$ cat src/beamform_macros.svh
// beamformer sizing, sample and weight widths and rounding shifts
`ifndef BEAMFORM_MACROS_SVH
`define BEAMFORM_MACROS_SVH

// antenna channels summed into one beam
`define BF_CHANNELS 4

// complex samples carried in one beat
`define BF_LANES 8

// signed sample width, applies to re and im alike
`define BF_SAMPLE_W 16

// signed weight width, a fraction with BF_WEIGHT_FRAC fractional bits
`define BF_WEIGHT_W 8
`define BF_WEIGHT_FRAC 7

// divide by four after the cross channel sum
`define BF_SUM_SHIFT 2

// complex product width
// two sample x weight products plus one bit of growth for the add
`define BF_PROD_W (`BF_SAMPLE_W + `BF_WEIGHT_W + 1)

// accumulator for the four channel sum, log2 of the channel count on top of a sample
`define BF_ACC_W (`BF_SAMPLE_W + `BF_SUM_SHIFT)

`endif

$ cat src/beamform_pkg.sv
// beamformer data types for samples, weights, beats and the streams around them
`default_nettype none

`include "beamform_macros.svh"

package beamform_pkg;

    // one signed sample component
    typedef logic signed [`BF_SAMPLE_W-1:0] sample_t;

    // one signed weight component, Q1.7
    typedef logic signed [`BF_WEIGHT_W-1:0] weight_t;

    // complex sample, re in the upper half
    typedef struct packed {
        sample_t re;
        sample_t im;
    } cplx_sample_t;

    // complex channel weight, re in the upper half
    typedef struct packed {
        weight_t re;
        weight_t im;
    } cplx_weight_t;

    // all lanes of one beat, lane 0 in the low bits
    typedef cplx_sample_t [`BF_LANES-1:0] beat_t;

    // one channel input beat as it arrives at the block
    typedef struct packed {
        logic  valid;
        logic  last;
        beat_t data;
    } chan_in_t;

    // weighted beat of one channel inside the pipeline
    // validity is tracked once in the control block, not per channel
    typedef struct packed {
        logic  last;
        beat_t data;
    } weighted_t;

    // summed beam leaving the block
    typedef struct packed {
        logic  valid;
        logic  last;
        beat_t data;
    } beam_out_t;

endpackage

`default_nettype wire

$ cat src/beam_combiner.sv
// four channel lane wise sum, divided by four with half up rounding, into the beam register
`timescale 1ns/1ps
`default_nettype none

`include "beamform_macros.svh"

module beam_combiner (
    input  wire                          clock,
    input  wire                          resetn,
    input  wire                          enable,
    input  wire beamform_pkg::weighted_t weighted_in [`BF_CHANNELS],
    output beamform_pkg::beat_t          beam_data,
    output logic                         beam_last
);

    import beamform_pkg::*;

    // half an lsb after the divide
    localparam logic signed [`BF_ACC_W-1:0] ROUND_HALF = 1 <<< (`BF_SUM_SHIFT - 1);

    // running sums for the lane being worked on
    // the rounding term is preloaded so the sum and the rounding share one adder chain
    logic signed [`BF_ACC_W-1:0] acc_re;
    logic signed [`BF_ACC_W-1:0] acc_im;

    // sums after the arithmetic shift
    logic signed [`BF_ACC_W-1:0] shift_re;
    logic signed [`BF_ACC_W-1:0] shift_im;

    beat_t beam_next;

    always_comb begin
        acc_re   = '0;
        acc_im   = '0;
        shift_re = '0;
        shift_im = '0;
        for (int lane = 0; lane < `BF_LANES; lane++) begin
            acc_re = ROUND_HALF;
            acc_im = ROUND_HALF;
            for (int ch = 0; ch < `BF_CHANNELS; ch++) begin
                acc_re = acc_re + weighted_in[ch].data[lane].re;
                acc_im = acc_im + weighted_in[ch].data[lane].im;
            end
            shift_re = acc_re >>> `BF_SUM_SHIFT;
            shift_im = acc_im >>> `BF_SUM_SHIFT;
            // the divided sum is always inside the sample range
            beam_next[lane].re = shift_re[`BF_SAMPLE_W-1:0];
            beam_next[lane].im = shift_im[`BF_SAMPLE_W-1:0];
        end
    end

    // stage two, the beam register
    // all channels carry the same last, channel 0 stands for them
    always_ff @(posedge clock) begin
        if (!resetn) begin
            beam_data <= '0;
            beam_last <= 1'b0;
        end else if (enable) begin
            beam_data <= beam_next;
            beam_last <= weighted_in[0].last;
        end
    end

endmodule

`default_nettype wire

$ cat config.mk
export PLATFORM = sky130hd
export DESIGN_NAME = beam_combiner
export DESIGN_NICKNAME = d
export VERILOG_FILES = /design/src/beamform_pkg.sv /design/src/beam_combiner.sv
export VERILOG_INCLUDE_DIRS = /design/src /design/src/src
export SDC_FILE = /design/constraint.sdc
export NUM_CORES = 2
export LEC_CHECK = 0
export ABC_CLOCK_PERIOD_IN_PS = 8600
export BUFFER_PORTS_ARGS = -buffer_cell sky130_fd_sc_hd__buf_2
export CAP_MARGIN = 25
export CORE_AREA = 2 2 501 503
export DETAILED_ROUTE_END_ITERATION = 7
export DIE_AREA = 0 0 503 505
export HOLD_SLACK_MARGIN = 0.05
export MAX_ROUTING_LAYER = met4
export RECOVER_POWER = 100
export SLEW_MARGIN = 20
export SYNTH_ARGS = -nofsm -noshare
export SYNTH_HDL_FRONTEND = slang
export SYNTH_SLANG_ARGS = --single-unit
$ cat constraint.sdc
create_clock -name clock -period 8.6 [get_ports clock]
set_clock_uncertainty 0.1 [all_clocks]
set_input_delay 1.29 -clock clock [delete_from_list [all_inputs] [get_ports clock]]
set_output_delay 1.29 -clock clock [all_outputs]
set_load 0.01 [all_outputs]
==> out/results.tsv <==
metric	value	unit
run status	finished with violations	
failing checks	capacitance limit, slew limit	
clk slew on worst S/H paths	0.06	ns
Yosys cell types	65	
r2r worst-path depth	3	
first-pass GRT wire length	271.7	mm
Seq. cell area	0.005145	sq mm
die span in y	505	um
DR iter-0 viols	2005	
worst setup slack after layout	1.994	ns
cts hold-fix bufs	0	
Initial Util	13.58	%
min-delay worst type	reg2reg	
Yosys top cell by area	fa_1	
Syn Inst Count	4071	
Synth top area share	30.41	%
Seq/Total Area, Yosys	15.26	%
PwrDens	203.1	mW/mm^2
number of synthesized flops with an enable pin	0	
RSZ-0062 raised after global routing	no	
Layout area overhead	35.33	%
period utilization	76.81	%
Final Setup Violations	0	
post-synthesis average cell area	8.280	sq um
Routed wire per std cell	23.75	um
Tot Pwr	9264	uW
IO Pins	1288	
total grt overflow	0	
ranking of synthesized cells by area	fa_1 (30%), inv_1 (17%), dfxtp_1 (15%)	
Post-DRT Antenna Nets	0	
Num CTS Buffers	42	
placed cell areas	0.04422	sq mm
Pre-antenna DRT Iters	6	
Critical Path AT	7.11	ns
CP startpoint kind	primary input	
area of the multi-input gates	0.02263	sq mm
Total GRT Usage	16.63	%
RePlAce Congestion	1.039	
R2R Setup Slk	7.52	ns
most common cell in the synthesized netlist	inv_1	
Seq cells post-synth	257	
Synth Cell Area	0.03371	sq mm
DR DRC count	0	
die width	503	um
fin. max-slew vios	95	
Main synth FF type	dfxtp_1	
vias in the first global route	31160	
Synthesized Nets	5886	
fin nets	7164	
pin count of the biggest net entering global routing	91	
H-tree depth	2	
asr flop ratio synth	0	%
Root Buffer	clkbuf_16	
detailed-route vias per instance	3.569	
Worst-Margin Slew	4.401	ns
fillers	28500	
initial antenna violation count	305	
vias	31650	
worst-path maximum fanout	51	
std cell rows	183	
Hold Path Depth	2	
dpl hpwl	190.2	mm
# port buffers	1284	
CORE AREA	0.2482	sq mm
Fin Setup TNS	0	ns
CTS max path bufs	3	
Setup crit end kind	register	
min Tclk post-route	6.606	ns
Worst-Skew Late Latency	0.63	ns
CP required	9.10	ns
Achievable Freq	151.4	MHz
post-CTS setup buffer count	0	
maximum VDD drop	0.0001628	V
max_cap viols	2	
TritonCTS clock tree	built	
Placement Setup Slack	2.822	ns
clk sinks	257	
Post-Layout Inst Area	0.04562	sq mm
synth cell count leaders	inv_1 (1,517), fa_1 (512), ha_1 (272), dfxtp_1 (257), nand2_1 (205)	
slew margin rel.	-193.4	%
YS warnings	0	
Post-Route WL	210.6	mm
Lkg Pwr	0.02452	uW
Die ar.	0.2540	sq mm
crit path kind	in2reg	
post-CTS sizing	0	
layout cells sized above 1	20.85	%
Final Hold Violating Endpoints	0	
-- logic make-up (layout without fill, tap and decap cells) --
| family | after synthesis | in the layout | share of synthesized area, % |
|---|---|---|---|
| buffers and inverters | 1581 | 2891 | 17.61 |
| adder cells (fa/ha/maj) | 784 | 784 | 40.50 |
| AND/OR/NAND/NOR | 627 | 627 | 9.280 |
| AO/OA/AOI/OAI | 573 | 573 | 10.68 |
| flip-flops | 257 | 257 | 15.26 |
| XOR/XNOR | 196 | 196 | 5.093 |
| multiplexers | 53 | 53 | 1.574 |
| other | 0 | 158 | 0 |
-- placed cells by master (no fill, tap or decap), types with 25 or more instances in the layout --
cell	n
nand2b_1	25
mux2i_1	53
nand3_1	36
xnor2_1	111
buf_2	1025
o31ai_1	28
o21ai_0	164
ha_1	272
clkbuf_16	43
inv_1	1516
a21o_1	47
nor2_1	91
diode_2	158
nand2_1	204
clkbuf_1	271
a21oi_1	154
a31oi_1	32
nor3_1	53
xor2_1	85
fa_1	512
nor2b_1	127
dfxtp_1	257
o21a_1	33
-- state kept, by name (all words and copies together) (netlist names) --
name / count
beam_data: 256
beam_last: 1
-- final cells by class --
class                   instances  area share (%)
diodes                        158          0.8668
inverters                    1517           12.49
well taps                    3330           9.134
clock buffers                  60           2.587
clock inverters                16          0.3895
repair buffers               1298           13.65
multi-input cells            2233           49.61
flip-flops and latches        257           11.28
-- worst paths after layout --
| kind | start | endpoint |
|---|---|---|
| worst max register to register | beam_data[63] | beam_data[63] |
| worst max-delay path | enable | beam_data[83] |
| worst min register to register | beam_data[13] | beam_data[13] |
| worst min-delay path | beam_data[13] | beam_data[13] |
-- layer usage --
metal	global-route usage, %	share of wire [%]	vias up
met5	-	0	-
met4	6.156	4.8	0
met3	7.849	13	454
met2	26.46	45	1654
met1	17.93	37	14700
li1	-	-	14840
-- worst max-delay path, stage by stage --
cell	delay, ns
clkbuf_1	2.96
inv_6	1.10
buf_4	0.66
nor3_1	0.79
o21a_1	0.18
-- where the power goes --
part           leakage (uW)  internal (uW)  switching (uW)
clock network      0.000651           1020             798
registers           0.00212           1570             207
logic                0.0218           2270            3410
-- stage by stage --
stage / hold slack (ns) / utilization, % / instances
2_1_floorplan: 0.3786 / - / 4071
3_3_place_gp: 0.3307 / 17.81 / 8635
3_5_place_dp: 0.3363 / 17.81 / 8635
4_1_cts: 0.3501 / 18.36 / 8711
5_1_grt: 0.3758 / 18.35 / 8843
6_report: 0.3503 / 18.38 / 8869
Note: power is estimated with default switching activity, not from simulation.
