**src/beamform_macros.svh**
```systemverilog
// beamformer sizing, sample and weight widths and rounding shifts
`ifndef BEAMFORM_MACROS_SVH
`define BEAMFORM_MACROS_SVH

// antenna channels summed into one beam
`define BF_CHANNELS 4

// complex samples carried in one beat
`define BF_LANES 8

// signed sample width, applies to re and im alike
`define BF_SAMPLE_W 16

// signed weight width, a fraction with BF_WEIGHT_FRAC fractional bits
`define BF_WEIGHT_W 8
`define BF_WEIGHT_FRAC 7

// divide by four after the cross channel sum
`define BF_SUM_SHIFT 2

// complex product width
// two sample x weight products plus one bit of growth for the add
`define BF_PROD_W (`BF_SAMPLE_W + `BF_WEIGHT_W + 1)

// accumulator for the four channel sum, log2 of the channel count on top of a sample
`define BF_ACC_W (`BF_SAMPLE_W + `BF_SUM_SHIFT)

`endif

```
**src/beam_control.sv**
```systemverilog
// beamformer control, decides input acceptance, stage valids and the pipeline stall
`timescale 1ns/1ps
`default_nettype none

`include "beamform_macros.svh"

module beam_control (
    input  wire                    clock,
    input  wire                    resetn,
    input  wire [`BF_CHANNELS-1:0] chan_valid,
    input  wire                    m_ready,
    output logic                   s_ready,
    output logic                   accept,
    output logic                   enable,
    output logic                   stage1_valid,
    output logic                   beam_valid
);

    // set on the first edge after reset is released
    logic running;

    always_ff @(posedge clock) begin
        if (!resetn) begin
            running <= 1'b0;
        end else begin
            running <= 1'b1;
        end
    end

    // whole pipeline advances only while the sink takes data
    assign enable = m_ready;

    // ready follows the sink once out of reset
    assign s_ready = running & m_ready;

    // a beat needs every channel valid in the same cycle
    assign accept = s_ready & (&chan_valid);

    // stage one marks the weighted registers, stage two the beam register
    // both hold while stalled so no beat is lost or repeated
    always_ff @(posedge clock) begin
        if (!resetn) begin
            stage1_valid <= 1'b0;
            beam_valid   <= 1'b0;
        end else if (enable) begin
            stage1_valid <= accept;
            beam_valid   <= stage1_valid;
        end
    end

endmodule

`default_nettype wire

```
**config.mk**
```make
export PLATFORM = sky130hd
export DESIGN_NAME = beam_control
export DESIGN_NICKNAME = d
export VERILOG_FILES = /design/src/beam_control.sv
export VERILOG_INCLUDE_DIRS = /design/src /design/src/src
export SDC_FILE = /design/constraint.sdc
export NUM_CORES = 1
export LEC_CHECK = 0
export BUFFER_PORTS_ARGS = -buffer_cell sky130_fd_sc_hd__buf_4
export CAP_MARGIN = 10
export CORE_AREA = 2 2 39 41
export DETAILED_ROUTE_END_ITERATION = 16
export DIE_AREA = 0 0 41 43
export PLACE_DENSITY = 0.33
export SYNTH_ARGS = -nofsm -noshare
export SYNTH_HDL_FRONTEND = slang
export SYNTH_SLANG_ARGS = --single-unit
```
**constraint.sdc**
```tcl
create_clock -name clock -period 1.2 [get_ports clock]
set_input_delay 0.06 -clock clock [delete_from_list [all_inputs] [get_ports clock]]
set_output_delay 0.06 -clock clock [all_outputs]
set_load 0.005 [all_outputs]
```
==> metrics.md, run 1 <==
| Metric | Value |
|---|---|
| # diodes | `0` |
| 1st-iter DRT viols | `4` |
| Commonest non-fill, non-tap cell in the layout | `buf_4` |
| Gr ovfl total | `0` |
| Fmax | `1080 MHz` |
| Routed vias | `139` |
| Maximum vdd drop | `0.331 mV` |
| Die area | `0.00176 sq mm` |
| Rows | `14` |
| I/O pin count | `12` |
| Hold WS | `133 ps` |
| Most frequent cells in the layout | `buf_4, dfxtp_1, clkbuf_4` |
| Arrival @ worst endpoint | `860 ps` |
| Placed insts | `39` |
| Fin crit share | `0.770` |
| Placer Congestion | `0.619` |
| Rel. slew slack | `0.920` |
| Final setup violation count | `0` |
| Warnings, synthesis | `0` |
| Storage cell area | `60.1 sq um` |
| Die Wd | `41 microns` |
| Vias per inst | `3.16` |
| Synth Cell Area | `119 sq um` |
| Syn_area_per_cell | `9.14 sq um` |
| Initial antenna violation count | `0` |
| TritonCTS buffer count | `3` |
| Worst Hold Launch | `m_ready` |
| IO Port Bufs | `11` |
| Max clock buf depth | `2` |
| Hold Crit Class | `input pin to flip-flop` |
| Worst r2r src | `stage1_valid$_SDFFE_PN0P_` |
| Status | `finished, final reports clean` |
| Yosys reg bits | `3` |
| Max Cap Viol | `0` |
| Footprint of the multi-input gates | `47.5 sq um` |
| Final cell count without fillers | `44` |
| Hold Vio Cnt, Final | `0` |
| Syn Inst Count | `13` |
| Crit. End Element | `output port` |
| Post-layout util | `0.181` |
| Kind of critical path | `flip-flop to output port` |
| Yosys cell types | `11` |
| Clock skew | `0.0708 ps` |
| First-pass GRT wire length | `510 microns` |
| Unrepaired setup endpoints after global routing | `false` |
| Synthesized net count | `20` |
| CTS tree | `done` |
| Actual slew at the worst max-slew pin | `116 ps` |
| Drt drc | `0` |
| Post-layout min period | `924 ps` |
| P_leak | `0.121 nW` |
| Post-route ant nets | `0` |
| TritonRoute pass-1 iters | `3` |
| Worst Setup SP | `running$_DFF_P_` |
| GRT Total Usage | `0.0512` |
| Root Buffer | `clkbuf_4` |
| Sequential element share of the synthesized area | `0.505` |
| Count of final max-slew check failures | `0` |
| Number of global-route vias before repair | `125` |
| Pin count of the biggest net entering global routing | `6` |
| Area delta synth->final | `111%` |
| CP required | `1140 ps` |
| Skew-Pair Late Insertion Delay | `230 ps` |
| Routed WL | `331 microns` |
| Core area | `0.00138 sq mm` |
| Routed WL per cell | `7.52 microns` |
| Die Span Y | `43 microns` |
| Setup TNS | `0 ps` |
| Startpoint types | `flip-flop` |
| Clock-pin slew of the registers on the worst-case setup and hold paths | `30 ps` |
| Largest fanout on the critical path | `2` |
| Power density cells | `1240 mW/mm^2` |
| Layout filler cell count | `161` |
| Layout cells sized above 1 | `0.500` |
| # nets final | `36` |
| H-Tree Depth | `1` |
| CTS Sinks | `3` |
| Initial Util | `0.0859` |
[final cells by class]
cell class / count / share of cell area
clock buffer: 4 / 0.105
inverter: 1 / 0.0150
multi-input combinational: 8 / 0.190
sequential: 3 / 0.240
tap: 16 / 0.0800
timing repair buffer: 12 / 0.370
[critical path: stages, from the launching register on]
cell and delay (ps):
dfxtp_1 310, nand2_1 80, nor2_1 120, buf_4 120
[where the power goes]
group,total [mW],switching (mW),internal (mW)
logic,0.0329,0.0105,0.0224
registers,0.104,0.000999,0.103
clock network,0.173,0.0484,0.124
[metrics by stage]
step / setup WS [ps] / cell area, sq um / power, mW
final: 276 / 250 / 0.309
after CTS: 272 / 250 / 0.320
after detailed placement: 530 / 214 / 0.136
after global placement: 546 / 214 / 0.135
after global routing: 195 / 250 / 0.334
after floorplan: 608 / 119 / 0.113
[kinds of logic after synthesis]
| logic type | synth area share |
|---|---|
| muxes | 0.0842 |
| buffers and inverters | 0.0947 |
| DFF | 0.505 |
| AOI/OAI and AO/OA | 0.0421 |
| and+or+nand+nor | 0.274 |
[path summary, 6_finish.rpt]
kind / to / slack [ps] / depth (start not counted)
min reg2reg: stage1_valid$_SDFFE_PN0P_ / 480 / 2
min: stage1_valid$_SDFFE_PN0P_ / 130 / 3
max: accept / 280 / 3
max reg2reg: beam_valid$_SDFFE_PN0P_ / 590 / 2
[registers in the layout, indices dropped and copies added (netlist names)]
signal,count
beam_valid,1
stage1_valid,1
running,1
[what timing repair did]
action,in CTS,in global routing
hold buffers,1,0
hold endpoints to repair,1,0
resized for setup,0,0
setup buffers,0,0
[Yosys cell counts]
cell type | instances | area, sq um
nand3_1 | 1 | 5.00
buf_4 | 1 | 7.51
o21ai_0 | 1 | 5.00
nand4_1 | 1 | 6.26
nand3b_1 | 1 | 7.51
nor2b_1 | 1 | 6.26
dfxtp_1 | 3 | 60.1
nor2_1 | 1 | 3.75
nand2_1 | 1 | 3.75
inv_1 | 1 | 3.75
mux2i_1 | 1 | 10.0
[per-layer routing]
layer / share of wire / GRT usage
met5: 0 / 0
met3: 0.24 / 0.0681
met4: 0 / 0.0400
met2: 0.27 / 0.0375
met1: 0.48 / 0.0641
(Power assumes the default switching activity.)
==> run 2, diff against run 1 <==
Clock period 1.2 ns to 0.9 ns, I/O delays scaled along.
==> run 2 against run 1 <==
Effect of this change: sequential share of layout area decreased by 0.098 points; power increased by 35%; highest routed layer unchanged; non-clock buffer count stayed put; cell count unchanged; largest power group unchanged; die area unchanged; clock-buffer cell count did not move; utilization up 0.45 points.
==> metrics.md, run 2 (synthesized netlist as in run 1, its figures left out) <==
| Metric | Value |
|---|---|
| Status | `finished, final reports clean` |
| Die Span Y | `43 microns` |
| Worst path slowest cell | `dfxtp_2` |
| Vias per inst | `3.30` |
| Hold Vio Cnt, Final | `0` |
| Kind of critical path | `flip-flop to output port` |
| Gr ovfl total | `0` |
| Drt drc | `0` |
| Layout cells sized above 1 | `0.607` |
| Switching share of total power | `0.202` |
| Post-place setup slack | `245 ps` |
| Rows | `14` |
| Fmax | `1140 MHz` |
| IO Port Bufs | `11` |
| Root Buffer | `clkbuf_4` |
| First-pass GRT wire length | `510 microns` |
| Skew-Pair Late Insertion Delay | `230 ps` |
| Die Wd | `41 microns` |
| Hold Crit Class | `input pin to flip-flop` |
| Bufs and invs on worst path | `1` |
| Top Registers | `beam_valid x1, running x1, stage1_valid x1` |
| P_sw | `84.6 uW` |
| Comb power frac | `0.109` |
| TritonCTS buffer count | `3` |
| CTS Sinks | `3` |
| H-Tree Depth | `1` |
| Largest fanout on the critical path | `2` |
| # nets final | `36` |
| Number of global-route vias before repair | `126` |
| Initial Util | `0.0859` |
| Max clock buf depth | `2` |
| Crit. End Element | `output port` |
| Routed vias | `145` |
| Worst r2r src | `stage1_valid$_SDFFE_PN0P_` |
| Commonest non-fill, non-tap cell in the layout | `buf_4` |
| Worst Hold Launch | `m_ready` |
| Post-route ant nets | `0` |
| Hold WS | `123 ps` |
| Postcts setup bufs | `0` |
| Post-layout min period | `873 ps` |
| Power density cells | `1630 mW/mm^2` |
| Flop pwr share | `0.332` |
| Area delta synth->final | `116%` |
| CP required | `850 ps` |
| Setup slack after layout | `26.5 ps` |
| Cell internal pwr | `334 uW` |
| Maximum vdd drop | `0.588 mV` |
| Initial antenna violation count | `0` |
| Count of final max-slew check failures | `0` |
| Actual slew at the worst max-slew pin | `116 ps` |
| Most frequent cells in the layout | `buf_4, clkbuf_4, dfxtp_1` |
| # diodes | `0` |
| Startpoint types | `flip-flop` |
| Worst Setup SP | `running$_DFF_P_` |
| Fin area | `256 sq um` |
| CTS tree | `done` |
| Post-layout util | `0.185` |
| Placer Congestion | `0.619` |
| Routed WL per cell | `8.00 microns` |
| Rel. slew slack | `0.920` |
| TritonRoute pass-1 iters | `1` |
| Max stage delay on crit path | `320 ps` |
| Routed WL | `352 microns` |
| Clock skew | `2.08 ps` |
| Clock power share | `0.558` |
| Clock-pin slew of the registers on the worst-case setup and hold paths | `40 ps` |
| Dpl cell area | `214 sq um` |
| P_leak | `0.121 nW` |
| GRT Total Usage | `0.0512` |
| I/O pin count | `12` |
| Core area | `0.00138 sq mm` |
| Arrival @ worst endpoint | `830 ps` |
| Cell family contributing the most delay on the critical path | `flip-flops` |
| Crit-path cells | `nand2_2 > nor2_2 > buf_4` |
| Pin count of the biggest net entering global routing | `6` |
| 1st-iter DRT viols | `0` |
| Max Cap Viol | `0` |
| Final setup violation count | `0` |
| Fin crit share | `0.971` |
| Die area | `0.00176 sq mm` |
| Unrepaired setup endpoints after global routing | `true` |
| Setup TNS | `0 ps` |
## run 2: cell type report
class | instances | area, sq um
clock buffer | 4 | 26.3
fill | 163 | 1130
inverter | 1 | 3.75
multi-input combinational | 8 | 52.6
sequential | 3 | 61.3
tap | 16 | 20.0
timing repair buffer | 12 | 92.6
## run 2: repair_timing
item	in CTS	in global routing
endpoints found under the setup margin	1	1
gates resized for setup	0	3
hold buffers	1	0
pin swaps	1	2
hold endpoints to repair	1	0
## run 2: path summary, 6_finish.rpt
kind	end	slack, ps	cells past startpoint
worst min-delay path	stage1_valid$_SDFFE_PN0P_	120	3
worst max-delay path	accept	30	3
worst min register to register	stage1_valid$_SDFFE_PN0P_	500	2
worst max register to register	beam_valid$_SDFFE_PN0P_	290	2
## run 2: routing by layer
metal | wire length (microns) | global-route usage
met3 | 80 | 0.0681
met1 | 163 | 0.0641
met2 | 108 | 0.0375
met4 | 0 | 0.0400
met5 | 0 | 0
## run 2: worst min-delay path, delay by kind of cell
family	cells	cell delay, ps
compound gates	1	60
simple gates	1	60
buf+inv	1	130
## run 2: through the flow
| stage | power (mW) | std cells |
|---|---|---|
| floorplan | 0.151 | 13 |
| global placement | 0.180 | 39 |
| detailed placement | 0.181 | 39 |
| CTS | 0.427 | 44 |
| global route | 0.452 | 44 |
| finish | 0.418 | 44 |
## run 2: power groups by stage
stage          combinational (mW)  sequential (mW)  clock (mW)
4_1_cts                    0.0447            0.138       0.245
2_1_floorplan              0.0107            0.140           0
3_3_place_gp               0.0398            0.140           0
3_5_place_dp               0.0409            0.140           0
6_report                   0.0457            0.139       0.233
5_1_grt                    0.0508            0.139       0.262
==> run 3, diff against run 2 <==
Settings changed: PLACE_DENSITY 0.33 to 0.34.
==> run 3 against run 2 <==
Effect of this change: global-route usage up 0.60 points; critical path depth unchanged; flip-flop and latch count unchanged; non-clock buffer count is the same; sequential power is essentially flat; cell count unchanged; clock power increased by 4%; worst setup slack better by 10 ps.
==> metrics.md, run 3 (synthesized netlist as in run 1, its figures left out) <==
| Metric | Value |
|---|---|
| Status | `finished, final reports clean` |
| Post-layout util | `0.184` |
| Crit-path cells | `nand2_2 > nor2_1 > buf_4` |
| Routed WL per cell | `8.02 microns` |
| Maximum vdd drop | `0.554 mV` |
| Post-layout min period | `863 ps` |
| Reg2Reg Depth | `2` |
| Comb power frac | `0.106` |
| CTS Sinks | `3` |
| Switching share of total power | `0.215` |
| Bufs and invs on worst path | `1` |
| TritonCTS buffer count | `3` |
| Dpl cell area | `214 sq um` |
| Max clock buf depth | `2` |
| Arrival @ worst endpoint | `820 ps` |
| Clock skew | `5.22 ps` |
| Die Span Y | `43 microns` |
| Area delta synth->final | `114%` |
| Placer Congestion | `0.613` |
| Vias per inst | `3.23` |
| Number of global-route vias before repair | `135` |
| Cell family contributing the most delay on the critical path | `flip-flops` |
| Placed insts | `39` |
| IO Port Bufs | `11` |
| CP required | `850 ps` |
| P_leak | `0.121 nW` |
| TritonRoute pass-1 iters | `1` |
| 1st-iter DRT viols | `0` |
| Layout filler cell count | `159` |
| Worst path slowest cell | `dfxtp_2` |
| P_sw | `91.6 uW` |
| GRT Total Usage | `0.0571` |
| Fmax | `1160 MHz` |
| Crit. End Element | `output port` |
| Kind of critical path | `flip-flop to output port` |
| Post-route ant nets | `0` |
| Die Wd | `41 microns` |
| Max stage delay on crit path | `320 ps` |
| Die area | `0.00176 sq mm` |
| Count of final max-slew check failures | `0` |
| I/O pin count | `12` |
| Clock-pin slew of the registers on the worst-case setup and hold paths | `40 ps` |
| Hold path depth | `3` |
| Clock power share | `0.568` |
| Skew-Pair Late Insertion Delay | `230 ps` |
| Worst Hold Launch | `m_ready` |
| Initial Util | `0.0859` |
| # nets final | `36` |
| Hold Vio Cnt, Final | `0` |
| Setup TNS | `0 ps` |
| Max Cap Viol | `0` |
| H-Tree Depth | `1` |
| Hold WS | `127 ps` |
| Rows | `14` |
| Rel. slew slack | `0.914` |
| # diodes | `0` |
| Pin count of the biggest net entering global routing | `6` |
| Startpoint types | `flip-flop` |
| Most frequent cells in the layout | `buf_4, clkbuf_4, dfxtp_1` |
| Worst r2r src | `stage1_valid$_SDFFE_PN0P_` |
| Top Registers | `beam_valid x1, running x1, stage1_valid x1` |
| Routed vias | `142` |
| Post-place setup slack | `264 ps` |
| Hold Crit Class | `input pin to flip-flop` |
| Layout cells sized above 1 | `0.571` |
| Largest fanout on the critical path | `2` |
| Gr ovfl total | `0` |
| Fin crit share | `0.959` |
| Fin area | `254 sq um` |
| Reg-to-reg endpoint | `beam_valid$_SDFFE_PN0P_` |
| Unrepaired setup endpoints after global routing | `false` |
| Setup slack after layout | `36.8 ps` |
| CTS tree | `done` |
| Cell internal pwr | `334 uW` |
| Initial antenna violation count | `0` |
| Final cell count without fillers | `44` |
| Core area | `0.00138 sq mm` |
| Routed WL | `353 microns` |
| Root Buffer | `clkbuf_4` |
| Drt drc | `0` |
| Commonest non-fill, non-tap cell in the layout | `buf_4` |
| Reg2Reg Setup Slack | `290 ps` |
| Flop pwr share | `0.326` |
| Final setup violation count | `0` |
| First-pass GRT wire length | `558 microns` |
| Worst Hold Endpoint | `stage1_valid$_SDFFE_PN0P_` |
| Power density cells | `1670 mW/mm^2` |
| Actual slew at the worst max-slew pin | `125 ps` |
| PnR Total Power | `425 uW` |
run 3: cell types whose count changed in the layout (fill, tap and decap cells not counted):
| cell | delta |
|---|---|
| nor2_1 | +1 |
| nor2_2 | -1 |
run 3: layout make-up:
cell class                      instances  area (sq um)  area share
Sequential cell                         3          61.3       0.241
Tap cell                               16          20.0      0.0788
Multi-Input combinational cell          8          50.0       0.197
Timing Repair Buffer                   12          92.6       0.365
Inverter                                1          3.75      0.0148
Clock buffer                            4          26.3       0.103
run 3: worst max-delay path by stage:
stage,from,endpoint,slack (ps),cells after the start
3_3_place_gp,running$_DFF_P_,accept,250,3
2_1_floorplan,stage1_valid$_SDFFE_PN0P_,beam_valid$_SDFFE_PN0P_,310,2
3_5_place_dp,running$_DFF_P_,accept,260,3
5_1_grt,running$_DFF_P_,accept,1,3
6_report,running$_DFF_P_,accept,40,3
4_1_cts,running$_DFF_P_,accept,10,3
run 3: per-layer routing:
metal | wire length, microns | global-route usage | up-vias
met5 | 0 | 0 | -
met4 | 0 | 0.0800 | 0
met3 | 70 | 0.0471 | 0
met2 | 105 | 0.0406 | 12
met1 | 177 | 0.0735 | 56
li1 | - | - | 74
run 3: worst min-delay path: stages:
cell and delay [ps]:
buf_4 130, nand3_1 60, o21ai_0 60
run 3: repair_timing:
item                                   4_1_cts  5_1_grt
hold buffers                                 1        0
setup buffers                                0        0
resized for setup                            0        2
endpoints found under the hold margin        1        0
pin swaps                                    1        2
setup endpoints to repair                    1        1
run 3: power groups by stage:
| stage | logic (mW) | clock network [mW] | registers [mW] |
|---|---|---|---|
| after floorplan | 0.0107 | 0 | 0.140 |
| after global placement | 0.0397 | 0 | 0.140 |
| after detailed placement | 0.0411 | 0 | 0.140 |
| after CTS | 0.0445 | 0.253 | 0.138 |
| after global routing | 0.0503 | 0.262 | 0.139 |
| final | 0.0449 | 0.242 | 0.139 |
